### config.mk
export PLATFORM = sky130hd
export DESIGN_NAME = decoding_graph
export DESIGN_NICKNAME = d
export VERILOG_FILES = /design/src/common/decoder_stage_pkg.sv /design/src/common/graph_geometry_pkg.sv /design/src/common/neighbor_link_if.sv /design/src/rtl/decoding_graph.sv /design/src/rtl/neighbor_link.sv /design/src/rtl/processing_unit.sv
export SDC_FILE = /design/constraint.sdc
export NUM_CORES = 2
export LEC_CHECK = 0
export BUFFER_PORTS_ARGS = -buffer_cell sky130_fd_sc_hd__buf_2
export CORE_MARGIN = 1.5
export CORE_UTILIZATION = 39
export DETAILED_ROUTE_END_ITERATION = 8
export HOLD_SLACK_MARGIN = 0.15
export PLACE_DENSITY_LB_ADDON = 0.25
export SLEW_MARGIN = 10
export SYNTH_ARGS = -nofsm -noshare
export SYNTH_HDL_FRONTEND = slang
export SYNTH_SLANG_ARGS = --single-unit
### constraint.sdc
create_clock -name clk -period 29 [get_ports clk]
set_clock_uncertainty 0.1 [all_clocks]
set_input_delay 5.8 -clock clk [delete_from_list [all_inputs] [get_ports clk]]
set_output_delay 5.8 -clock clk [all_outputs]
set_load 0.005 [all_outputs]
### src/common/decoder_stage_pkg.sv
`default_nettype none

package decoder_stage_pkg;

    localparam int STAGE_WIDTH = 2;

    // Held as a level by the external controller
    typedef enum logic [STAGE_WIDTH-1:0] {
        STAGE_IDLE                = 2'd0,
        STAGE_MEASUREMENT_LOADING = 2'd1,
        STAGE_GROW                = 2'd2,
        STAGE_MERGE               = 2'd3
    } decoder_stage_t;

endpackage

`default_nettype wire

### src/common/graph_geometry_pkg.sv
`default_nettype none

package graph_geometry_pkg;

    localparam int GRID_WIDTH_X = 3;    // Rows
    localparam int GRID_WIDTH_Z = 3;    // Columns
    localparam int GRID_WIDTH_U = 3;    // Measurement rounds

    localparam int X_BIT_WIDTH = $clog2(GRID_WIDTH_X);
    localparam int Z_BIT_WIDTH = $clog2(GRID_WIDTH_Z);
    localparam int U_BIT_WIDTH = $clog2(GRID_WIDTH_U);
    localparam int ADDRESS_WIDTH = U_BIT_WIDTH + X_BIT_WIDTH + Z_BIT_WIDTH;

    localparam int PU_COUNT_PER_ROUND = GRID_WIDTH_X * GRID_WIDTH_Z;
    localparam int PU_COUNT = PU_COUNT_PER_ROUND * GRID_WIDTH_U;

    // One interface slot per unit boundary along each axis, grid edges included
    localparam int NS_SLOT_COUNT = GRID_WIDTH_U * (GRID_WIDTH_X + 1) * GRID_WIDTH_Z;
    localparam int EW_SLOT_COUNT = GRID_WIDTH_U * GRID_WIDTH_X * (GRID_WIDTH_Z + 1);
    localparam int UD_SLOT_COUNT = (GRID_WIDTH_U + 1) * GRID_WIDTH_X * GRID_WIDTH_Z;

    localparam int NEIGHBOR_COUNT = 6;
    localparam int NEIGHBOR_NORTH = 0;  // Row - 1
    localparam int NEIGHBOR_SOUTH = 1;  // Row + 1
    localparam int NEIGHBOR_WEST  = 2;  // Column - 1
    localparam int NEIGHBOR_EAST  = 3;  // Column + 1
    localparam int NEIGHBOR_DOWN  = 4;  // Older round
    localparam int NEIGHBOR_UP    = 5;  // Newer round

    localparam int LINK_BIT_WIDTH = 2;

    typedef logic [ADDRESS_WIDTH-1:0] pu_address_t;     // {round, row, column}
    typedef logic [LINK_BIT_WIDTH-1:0] link_count_t;

    localparam link_count_t LINK_WEIGHT = 2'd2;         // Same for every link

endpackage

`default_nettype wire

### src/common/neighbor_link_if.sv
`default_nettype none

// Side a is always the unit with the lower coordinate along the link axis
interface neighbor_link_if;

    logic                            a_increase;     // Reached flag of side a
    logic                            b_increase;     // Reached flag of side b
    logic                            fully_grown;
    graph_geometry_pkg::pu_address_t a_root;
    graph_geometry_pkg::pu_address_t b_root;

    modport side_a (
        output a_increase,
        output a_root,
        input  b_increase,  // Needed for reach spreading
        input  fully_grown,
        input  b_root
    );

    modport side_b (
        output b_increase,
        output b_root,
        input  a_increase,
        input  fully_grown,
        input  a_root
    );

    modport link (
        input  a_increase,
        input  b_increase,
        output fully_grown
    );

endinterface

`default_nettype wire

### src/rtl/decoding_graph.sv
`default_nettype none

module decoding_graph (
    input  logic                                                       clk,
    input  logic                                                       rst_n_i,
    input  logic [graph_geometry_pkg::PU_COUNT_PER_ROUND-1:0]          measurements_i,
    input  logic [decoder_stage_pkg::STAGE_WIDTH-1:0]                  global_stage_i,
    output graph_geometry_pkg::pu_address_t [graph_geometry_pkg::PU_COUNT-1:0] roots_o,
    output logic [graph_geometry_pkg::PU_COUNT-1:0]                    busy_o
);

    decoder_stage_pkg::decoder_stage_t        stage;
    logic [graph_geometry_pkg::PU_COUNT-1:0]  unit_measurement;   // Into each unit
    logic [graph_geometry_pkg::PU_COUNT-1:0]  measurement_chain;  // Out of each unit

    neighbor_link_if ns_if [graph_geometry_pkg::NS_SLOT_COUNT] ();
    neighbor_link_if ew_if [graph_geometry_pkg::EW_SLOT_COUNT] ();
    neighbor_link_if ud_if [graph_geometry_pkg::UD_SLOT_COUNT] ();

    // Output packing order, round * 9 + row * 3 + column
    function automatic int pu_index(input int k, input int i, input int j);
        return (k * graph_geometry_pkg::GRID_WIDTH_X + i) * graph_geometry_pkg::GRID_WIDTH_Z + j;
    endfunction

    function automatic graph_geometry_pkg::pu_address_t pu_address(input int k, input int i,
                                                                   input int j);
        return graph_geometry_pkg::pu_address_t'(
            (k << (graph_geometry_pkg::X_BIT_WIDTH + graph_geometry_pkg::Z_BIT_WIDTH)) |
            (i << graph_geometry_pkg::Z_BIT_WIDTH) | j);
    endfunction

    // Slot i sits above row i
    function automatic int ns_slot(input int k, input int i, input int j);
        return (k * (graph_geometry_pkg::GRID_WIDTH_X + 1) + i) * graph_geometry_pkg::GRID_WIDTH_Z
               + j;
    endfunction

    // Slot j sits left of column j
    function automatic int ew_slot(input int k, input int i, input int j);
        return (k * graph_geometry_pkg::GRID_WIDTH_X + i) * (graph_geometry_pkg::GRID_WIDTH_Z + 1)
               + j;
    endfunction

    // Slot k sits below round k
    function automatic int ud_slot(input int k, input int i, input int j);
        return (k * graph_geometry_pkg::GRID_WIDTH_X + i) * graph_geometry_pkg::GRID_WIDTH_Z + j;
    endfunction

    assign stage = decoder_stage_pkg::decoder_stage_t'(global_stage_i);

    for (genvar k = 0; k < graph_geometry_pkg::GRID_WIDTH_U; k++) begin : pu_k
        for (genvar i = 0; i < graph_geometry_pkg::GRID_WIDTH_X; i++) begin : pu_i
            for (genvar j = 0; j < graph_geometry_pkg::GRID_WIDTH_Z; j++) begin : pu_j
                if (k == graph_geometry_pkg::GRID_WIDTH_U - 1) begin : top_layer
                    assign unit_measurement[pu_index(k, i, j)] =
                        measurements_i[i * graph_geometry_pkg::GRID_WIDTH_Z + j];
                end else begin : lower_layer
                    assign unit_measurement[pu_index(k, i, j)] =
                        measurement_chain[pu_index(k + 1, i, j)];   // Shift down one round
                end

                processing_unit #(
                    .ADDRESS (pu_address(k, i, j))
                ) u_pu (
                    .clk            (clk),
                    .rst_n_i        (rst_n_i),
                    .global_stage_i (stage),
                    .measurement_i  (unit_measurement[pu_index(k, i, j)]),
                    .measurement_o  (measurement_chain[pu_index(k, i, j)]),
                    .north_port     (ns_if[ns_slot(k, i, j)]),
                    .south_port     (ns_if[ns_slot(k, i + 1, j)]),
                    .west_port      (ew_if[ew_slot(k, i, j)]),
                    .east_port      (ew_if[ew_slot(k, i, j + 1)]),
                    .down_port      (ud_if[ud_slot(k, i, j)]),
                    .up_port        (ud_if[ud_slot(k + 1, i, j)]),
                    .root_o         (roots_o[pu_index(k, i, j)]),
                    .busy_o         (busy_o[pu_index(k, i, j)])
                );
            end
        end
    end

    // Grid edges have no link, the absent side never wins a minimum
    for (genvar k = 0; k < graph_geometry_pkg::GRID_WIDTH_U; k++) begin : ns_k
        for (genvar i = 0; i <= graph_geometry_pkg::GRID_WIDTH_X; i++) begin : ns_i
            for (genvar j = 0; j < graph_geometry_pkg::GRID_WIDTH_Z; j++) begin : ns_j
                if (i == 0) begin : edge_north
                    assign ns_if[ns_slot(k, i, j)].fully_grown = 1'b0;
                    assign ns_if[ns_slot(k, i, j)].a_increase  = 1'b0;
                    assign ns_if[ns_slot(k, i, j)].a_root      = '1;
                end else if (i == graph_geometry_pkg::GRID_WIDTH_X) begin : edge_south
                    assign ns_if[ns_slot(k, i, j)].fully_grown = 1'b0;
                    assign ns_if[ns_slot(k, i, j)].b_increase  = 1'b0;
                    assign ns_if[ns_slot(k, i, j)].b_root      = '1;
                end else begin : internal
                    neighbor_link u_link (
                        .clk            (clk),
                        .rst_n_i        (rst_n_i),
                        .global_stage_i (stage),
                        .link_port      (ns_if[ns_slot(k, i, j)])
                    );
                end
            end
        end
    end

    for (genvar k = 0; k < graph_geometry_pkg::GRID_WIDTH_U; k++) begin : ew_k
        for (genvar i = 0; i < graph_geometry_pkg::GRID_WIDTH_X; i++) begin : ew_i
            for (genvar j = 0; j <= graph_geometry_pkg::GRID_WIDTH_Z; j++) begin : ew_j
                if (j == 0) begin : edge_west
                    assign ew_if[ew_slot(k, i, j)].fully_grown = 1'b0;
                    assign ew_if[ew_slot(k, i, j)].a_increase  = 1'b0;
                    assign ew_if[ew_slot(k, i, j)].a_root      = '1;
                end else if (j == graph_geometry_pkg::GRID_WIDTH_Z) begin : edge_east
                    assign ew_if[ew_slot(k, i, j)].fully_grown = 1'b0;
                    assign ew_if[ew_slot(k, i, j)].b_increase  = 1'b0;
                    assign ew_if[ew_slot(k, i, j)].b_root      = '1;
                end else begin : internal
                    neighbor_link u_link (
                        .clk            (clk),
                        .rst_n_i        (rst_n_i),
                        .global_stage_i (stage),
                        .link_port      (ew_if[ew_slot(k, i, j)])
                    );
                end
            end
        end
    end

    for (genvar k = 0; k <= graph_geometry_pkg::GRID_WIDTH_U; k++) begin : ud_k
        for (genvar i = 0; i < graph_geometry_pkg::GRID_WIDTH_X; i++) begin : ud_i
            for (genvar j = 0; j < graph_geometry_pkg::GRID_WIDTH_Z; j++) begin : ud_j
                if (k == 0) begin : edge_down
                    assign ud_if[ud_slot(k, i, j)].fully_grown = 1'b0;
                    assign ud_if[ud_slot(k, i, j)].a_increase  = 1'b0;
                    assign ud_if[ud_slot(k, i, j)].a_root      = '1;
                end else if (k == graph_geometry_pkg::GRID_WIDTH_U) begin : edge_up
                    assign ud_if[ud_slot(k, i, j)].fully_grown = 1'b0;
                    assign ud_if[ud_slot(k, i, j)].b_increase  = 1'b0;
                    assign ud_if[ud_slot(k, i, j)].b_root      = '1;
                end else begin : internal
                    neighbor_link u_link (
                        .clk            (clk),
                        .rst_n_i        (rst_n_i),
                        .global_stage_i (stage),
                        .link_port      (ud_if[ud_slot(k, i, j)])
                    );
                end
            end
        end
    end

endmodule

`default_nettype wire

### src/rtl/neighbor_link.sv
`default_nettype none

module neighbor_link (
    input  logic                              clk,
    input  logic                              rst_n_i,
    input  decoder_stage_pkg::decoder_stage_t global_stage_i,
    neighbor_link_if.link                     link_port
);

    graph_geometry_pkg::link_count_t               count_q;
    logic [graph_geometry_pkg::LINK_BIT_WIDTH:0]   count_sum;   // One extra bit before saturation
    graph_geometry_pkg::link_count_t               count_next;

    // Each reached endpoint adds one
    assign count_sum = {1'b0, count_q}
                     + {{graph_geometry_pkg::LINK_BIT_WIDTH{1'b0}}, link_port.a_increase}
                     + {{graph_geometry_pkg::LINK_BIT_WIDTH{1'b0}}, link_port.b_increase};

    always_comb begin
        if (count_sum >= {1'b0, graph_geometry_pkg::LINK_WEIGHT}) begin
            count_next = graph_geometry_pkg::LINK_WEIGHT;
        end else begin
            count_next = count_sum[graph_geometry_pkg::LINK_BIT_WIDTH-1:0];
        end
    end

    always_ff @(posedge clk or negedge rst_n_i) begin
        if (!rst_n_i) begin
            count_q <= '0;
        end else begin
            case (global_stage_i)
                decoder_stage_pkg::STAGE_MEASUREMENT_LOADING: begin
                    count_q <= '0;                  // New decode starts ungrown
                end
                decoder_stage_pkg::STAGE_GROW: begin
                    count_q <= count_next;
                end
                default: begin
                    count_q <= count_q;             // Held in merge and idle
                end
            endcase
        end
    end

    assign link_port.fully_grown = (count_q == graph_geometry_pkg::LINK_WEIGHT);

endmodule

`default_nettype wire

### src/rtl/processing_unit.sv
`default_nettype none

// North, west and down neighbors have the lower coordinate, so this unit is side b there
module processing_unit #(
    parameter graph_geometry_pkg::pu_address_t ADDRESS = '0
) (
    input  logic                              clk,
    input  logic                              rst_n_i,
    input  decoder_stage_pkg::decoder_stage_t global_stage_i,
    input  logic                              measurement_i,
    output logic                              measurement_o,
    neighbor_link_if.side_b                   north_port,
    neighbor_link_if.side_a                   south_port,
    neighbor_link_if.side_b                   west_port,
    neighbor_link_if.side_a                   east_port,
    neighbor_link_if.side_b                   down_port,
    neighbor_link_if.side_a                   up_port,
    output graph_geometry_pkg::pu_address_t   root_o,
    output logic                              busy_o
);

    logic                                            measurement_q;   // Syndrome bit
    logic                                            reached_q;
    graph_geometry_pkg::pu_address_t                 root_q;
    logic                                            busy_q;

    logic [graph_geometry_pkg::NEIGHBOR_COUNT-1:0]   nb_fully_grown;
    logic [graph_geometry_pkg::NEIGHBOR_COUNT-1:0]   nb_reached;
    graph_geometry_pkg::pu_address_t                 nb_root [graph_geometry_pkg::NEIGHBOR_COUNT];

    logic                                            reach_next;
    graph_geometry_pkg::pu_address_t                 root_next;

    assign nb_fully_grown[graph_geometry_pkg::NEIGHBOR_NORTH] = north_port.fully_grown;
    assign nb_fully_grown[graph_geometry_pkg::NEIGHBOR_SOUTH] = south_port.fully_grown;
    assign nb_fully_grown[graph_geometry_pkg::NEIGHBOR_WEST]  = west_port.fully_grown;
    assign nb_fully_grown[graph_geometry_pkg::NEIGHBOR_EAST]  = east_port.fully_grown;
    assign nb_fully_grown[graph_geometry_pkg::NEIGHBOR_DOWN]  = down_port.fully_grown;
    assign nb_fully_grown[graph_geometry_pkg::NEIGHBOR_UP]    = up_port.fully_grown;

    assign nb_reached[graph_geometry_pkg::NEIGHBOR_NORTH] = north_port.a_increase;
    assign nb_reached[graph_geometry_pkg::NEIGHBOR_SOUTH] = south_port.b_increase;
    assign nb_reached[graph_geometry_pkg::NEIGHBOR_WEST]  = west_port.a_increase;
    assign nb_reached[graph_geometry_pkg::NEIGHBOR_EAST]  = east_port.b_increase;
    assign nb_reached[graph_geometry_pkg::NEIGHBOR_DOWN]  = down_port.a_increase;
    assign nb_reached[graph_geometry_pkg::NEIGHBOR_UP]    = up_port.b_increase;

    assign nb_root[graph_geometry_pkg::NEIGHBOR_NORTH] = north_port.a_root;
    assign nb_root[graph_geometry_pkg::NEIGHBOR_SOUTH] = south_port.b_root;
    assign nb_root[graph_geometry_pkg::NEIGHBOR_WEST]  = west_port.a_root;
    assign nb_root[graph_geometry_pkg::NEIGHBOR_EAST]  = east_port.b_root;
    assign nb_root[graph_geometry_pkg::NEIGHBOR_DOWN]  = down_port.a_root;
    assign nb_root[graph_geometry_pkg::NEIGHBOR_UP]    = up_port.b_root;

    // The reached flag doubles as the growth request on every link
    assign north_port.b_increase = reached_q;
    assign south_port.a_increase = reached_q;
    assign west_port.b_increase  = reached_q;
    assign east_port.a_increase  = reached_q;
    assign down_port.b_increase  = reached_q;
    assign up_port.a_increase    = reached_q;

    assign north_port.b_root = root_q;
    assign south_port.a_root = root_q;
    assign west_port.b_root  = root_q;
    assign east_port.a_root  = root_q;
    assign down_port.b_root  = root_q;
    assign up_port.a_root    = root_q;

    assign reach_next = measurement_q | (|(nb_fully_grown & nb_reached));

    // Smallest root seen across fully grown links
    always_comb begin
        root_next = root_q;
        for (int n = 0; n < graph_geometry_pkg::NEIGHBOR_COUNT; n++) begin
            if (nb_fully_grown[n] && (nb_root[n] < root_next)) begin
                root_next = nb_root[n];
            end
        end
    end

    always_ff @(posedge clk or negedge rst_n_i) begin
        if (!rst_n_i) begin
            measurement_q <= 1'b0;
            reached_q     <= 1'b0;
            root_q        <= ADDRESS;
            busy_q        <= 1'b0;
        end else begin
            case (global_stage_i)
                decoder_stage_pkg::STAGE_MEASUREMENT_LOADING: begin
                    measurement_q <= measurement_i;
                    reached_q     <= measurement_i;     // Old reach is dropped, defects seed it
                    root_q        <= ADDRESS;
                    busy_q        <= 1'b0;
                end
                decoder_stage_pkg::STAGE_GROW: begin
                    reached_q <= reach_next;
                    busy_q    <= 1'b0;
                end
                decoder_stage_pkg::STAGE_MERGE: begin
                    root_q <= root_next;
                    busy_q <= (root_next != root_q);    // Flags a root change
                end
                default: begin
                    busy_q <= 1'b0;
                end
            endcase
        end
    end

    assign measurement_o = measurement_q;
    assign root_o        = root_q;
    assign busy_o        = busy_q;

endmodule

`default_nettype wire

==> impl_results.md <==
- Outcome: completed
- Final hold slack: 0.3772 ns
- Via density: 5.979
- Slowest Stage Delay on Critical Path: 0.87 ns
- CTS tree: built
- Pin count of the biggest net entering global routing: 165
- Synthesized flop and latch total: 351
- Final net count: 5,672
- HPWL after detailed placement: 117,800 um
- Routed wire length: 160,500 um
- Post-synthesis cell area: 0.03943 mm2
- Flop pwr share: 17.4%
- Sw Ratio: 53.69%
- Async S/R FF share, synth: 100.0%
- IO Pins: 202
- Slew margin rel.: 17.95%
- Vias: 38,230
- Clock root cell: clkbuf_16
- 1st-iter DRT viols: 3,563
- First-pass DRT Iterations: 6
- CTS Buffer Depth: 3
- Critical path launch point type: flip-flop
- Yosys warning count: 0
- Critical Path Fanout Max: 18
- Synthesis-to-finish area growth: 9.957%
- Cell Pwr Density: 135.8 mW/mm2
- Unrepaired setup endpoints after global routing: no
- Final setup viols: 0
- Post-CTS setup buffer count: 0
- CTS clk-pin slew, worst paths: 0.07 ns
- # Max-Cap Violations: 0
- Routed len/inst: 25.10 um
- Row cnt: 116
- Remaining DRCs: 0
- CTS Sinks: 351
- First-pass GRT wire length: 236,200 um
- Static Leak: 0.02027 uW
- Post-synth EDFFs: 0
- Placeable Area: 0.1001 mm2
- Kind of critical path: flip-flop to flip-flop
- Total Routing Usage GR: 30.48%
- Clock power share: 10.6%
- Worst slew pin tran: 1.223 ns
- P_int: 2726 uW
- Die Y-Extent: 321.0 um
- P_sw: 3161 uW
- Final Wtd Congestion: 0.9792
- Syn avg cell area: 7.890 um2
- CTS buffer count: 47
- Share of cells above drive strength 1: 11.94%
- CP max-delay cell: dfstp_2
- Crit path time final: 12.42 ns
- VDD IR-drop max: 0.00006056 V
- IO Port Bufs: 201
- Crit. End Element: flip-flop
- Width of the die: 321.0 um
- Mapped Cells: 4,998
- Die ar.: 0.1030 mm2
- Total Power: 5886 uW
- Sequential share of the synthesized area: 22.45%
- Crit share post-route: 42.84%
- Detail Route Antenna Nets: 0
- CTS H-Tree Depth: 2
- R2R Setup Slk: 16.58 ns
- Clock Latency Late Sink: 0.65 ns
- GR Overflow Total: 0
- Worst min-delay path class: flip-flop to flip-flop
- Worst EP required: 29.39 ns
- Setup total negative slack: 0 ns
- Main flop type after synthesis: dfrtp_1
- Fmax: 0.08049 GHz
- Vias in the first global route: 35,820
- CP arrival: 12.82 ns
- Final Hold Viols: 0
- Unique masters post-synth: 97
- Initial Util: 39.38%
- Comb power frac: 72.0%
- Initial antenna violation count: 8
- Post-CTS sizing: 0
- Hold buffers post-CTS: 0
- Synthesized net count: 5,615
- Final Max Slew Viols: 0
through the flow:
| stage | worst slack, ns | utilization, % | std cells | cell area (um2) |
|---|---|---|---|---|
| after floorplan | 18.68 | - | 4998 | 39430 |
| after global placement | 16.75 | 41.70 | 6304 | 41760 |
| after detailed placement | 16.76 | 41.70 | 6304 | 41760 |
| after CTS | 16.74 | 43.28 | 6391 | 43340 |
| after global routing | 15.80 | 43.29 | 6391 | 43350 |
| final | 16.58 | 43.30 | 6395 | 43360 |
worst paths after layout:
kind                                                                         end  cells after the start                                             start
min in group asynchronous       pu_k[1].pu_i[0].pu_j[2].u_pu.down_port.b_root[0]                      1                                           rst_n_i
worst max register to register               pu_k[1].pu_i[1].pu_j[1].u_pu.busy_o                     46  pu_k[1].pu_i[1].pu_j[1].u_pu.down_port.b_root[2]
worst min-delay path                                                   flip-flop                      2                                         flip-flop
worst max-delay path                         pu_k[1].pu_i[1].pu_j[1].u_pu.busy_o                     46  pu_k[1].pu_i[1].pu_j[1].u_pu.down_port.b_root[2]
worst min register to register                                         flip-flop                      2                                         flip-flop
max in group asynchronous                    pu_k[2].pu_i[2].pu_j[0].u_pu.busy_o                      2                                           rst_n_i
cell usage in the layout, fill, tap and decap left out, types with 100 or more instances in the layout:
cell type and instances:
mux2_2 101, ha_1 547, mux2i_1 153, inv_1 503
xnor2_1 130, a21oi_1 426, nor3_1 100, dfrtp_1 297
nand3_1 100, o22ai_1 103, buf_2 200, nand2_1 481
a21o_1 119, nor2_1 375, o21ai_0 431, buf_4 102
kinds of logic (layout without fill, tap and decap cells):
family | Yosys count | after routing | synth area share (%)
adder cells (fa/ha/maj) | 608 | 608 | 20.29
AO/OA/AOI/OAI | 1527 | 1527 | 24.31
other | 0 | 4 | 0
AND/OR/NAND/NOR | 1300 | 1300 | 14.79
flip-flops | 351 | 351 | 22.45
XOR/XNOR | 151 | 151 | 3.354
multiplexers | 256 | 256 | 6.841
buffers and inverters | 805 | 900 | 7.961
critical path, delay by kind of cell (launching register included):
family | cells | cell delay (ns)
AO/OA/AOI/OAI | 22 | 5.45
adder cells (fa/ha/maj) | 8 | 2.51
AND/OR/NAND/NOR | 9 | 1.94
multiplexers | 4 | 0.90
flip-flops | 1 | 0.87
buffers and inverters | 2 | 0.34
XOR/XNOR | 1 | 0.13
metal layers:
| layer | vias to the layer above | wire length, um | track usage (%) |
|---|---|---|---|
| met5 | - | 13 | 0 |
| li1 | 17880 | - | - |
| met2 | 1575 | 72050 | 49.61 |
| met1 | 18390 | 66280 | 38.70 |
| met4 | 2 | 8946 | 15.27 |
| met3 | 388 | 13210 | 5.434 |
cell usage after synthesis, types with 21 or more instances:
cell type    n  area (um2)
o21ai_0    431        2157
a21o_1     119       893.4
nand4_1     33       206.5
a22oi_1     31       232.7
xor2_1      21       183.9
buf_4       28       210.2
a21oi_1    426        2132
mux2_2     101        1137
fa_1        54        1081
dfstp_2     54        1419
mux2i_1    153        1531
nand2b_1    51       319.1
o22ai_1    103       644.4
xnor2_1    130        1139
nor4_1      21       131.4
inv_1      503        1888
dfrtp_1    297        7432
o31ai_1     36       270.3
or3_1       23       143.9
nor2_1     375        1408
clkbuf_1   242       908.4
a211o_1     28       245.2
a31oi_1     32       200.2
a211oi_1    38       285.3
o21a_1      44       330.3
nor3_1     100       500.5
nand2_1    481        1805
a2111oi_0   26       227.7
nor2b_1     25       156.4
ha_1       550        6882
o211ai_1    21       157.7
nand3_1    100       500.5
cell type report:
class / instances / area, um2
antenna: 4 / 10.01
fill: 10130 / 56790
clock inverter: 19 / 235.2
tap: 1298 / 1624
sequential: 351 / 8851
timing repair buffer: 304 / 1802
multi-input combinational: 3842 / 27580
clock buffer: 68 / 1346
inverter: 509 / 1916
sequential cells by signal (all words and copies together) (netlist names):
register                                  flops
ew_k.ew_i.ew_j.internal.u_link.count_q       36
ns_k.ns_i.ns_j.internal.u_link.count_q       36
pu_k.pu_i.pu_j.u_pu.busy_o                   27
pu_k.pu_i.pu_j.u_pu.down_port.b_increase     27
pu_k.pu_i.pu_j.u_pu.down_port.b_root        162
pu_k.pu_i.pu_j.u_pu.measurement_o            27
ud_k.ud_i.ud_j.internal.u_link.count_q       36
power groups by stage:
stage	clock (uW)	combinational (uW)	sequential, uW
floorplan	0	2940	882
global placement	0	4080	1020
detailed placement	0	4140	1020
CTS	634	4160	1020
global route	650	4700	1040
finish	622	4240	1020
(Power assumes the default switching activity.)
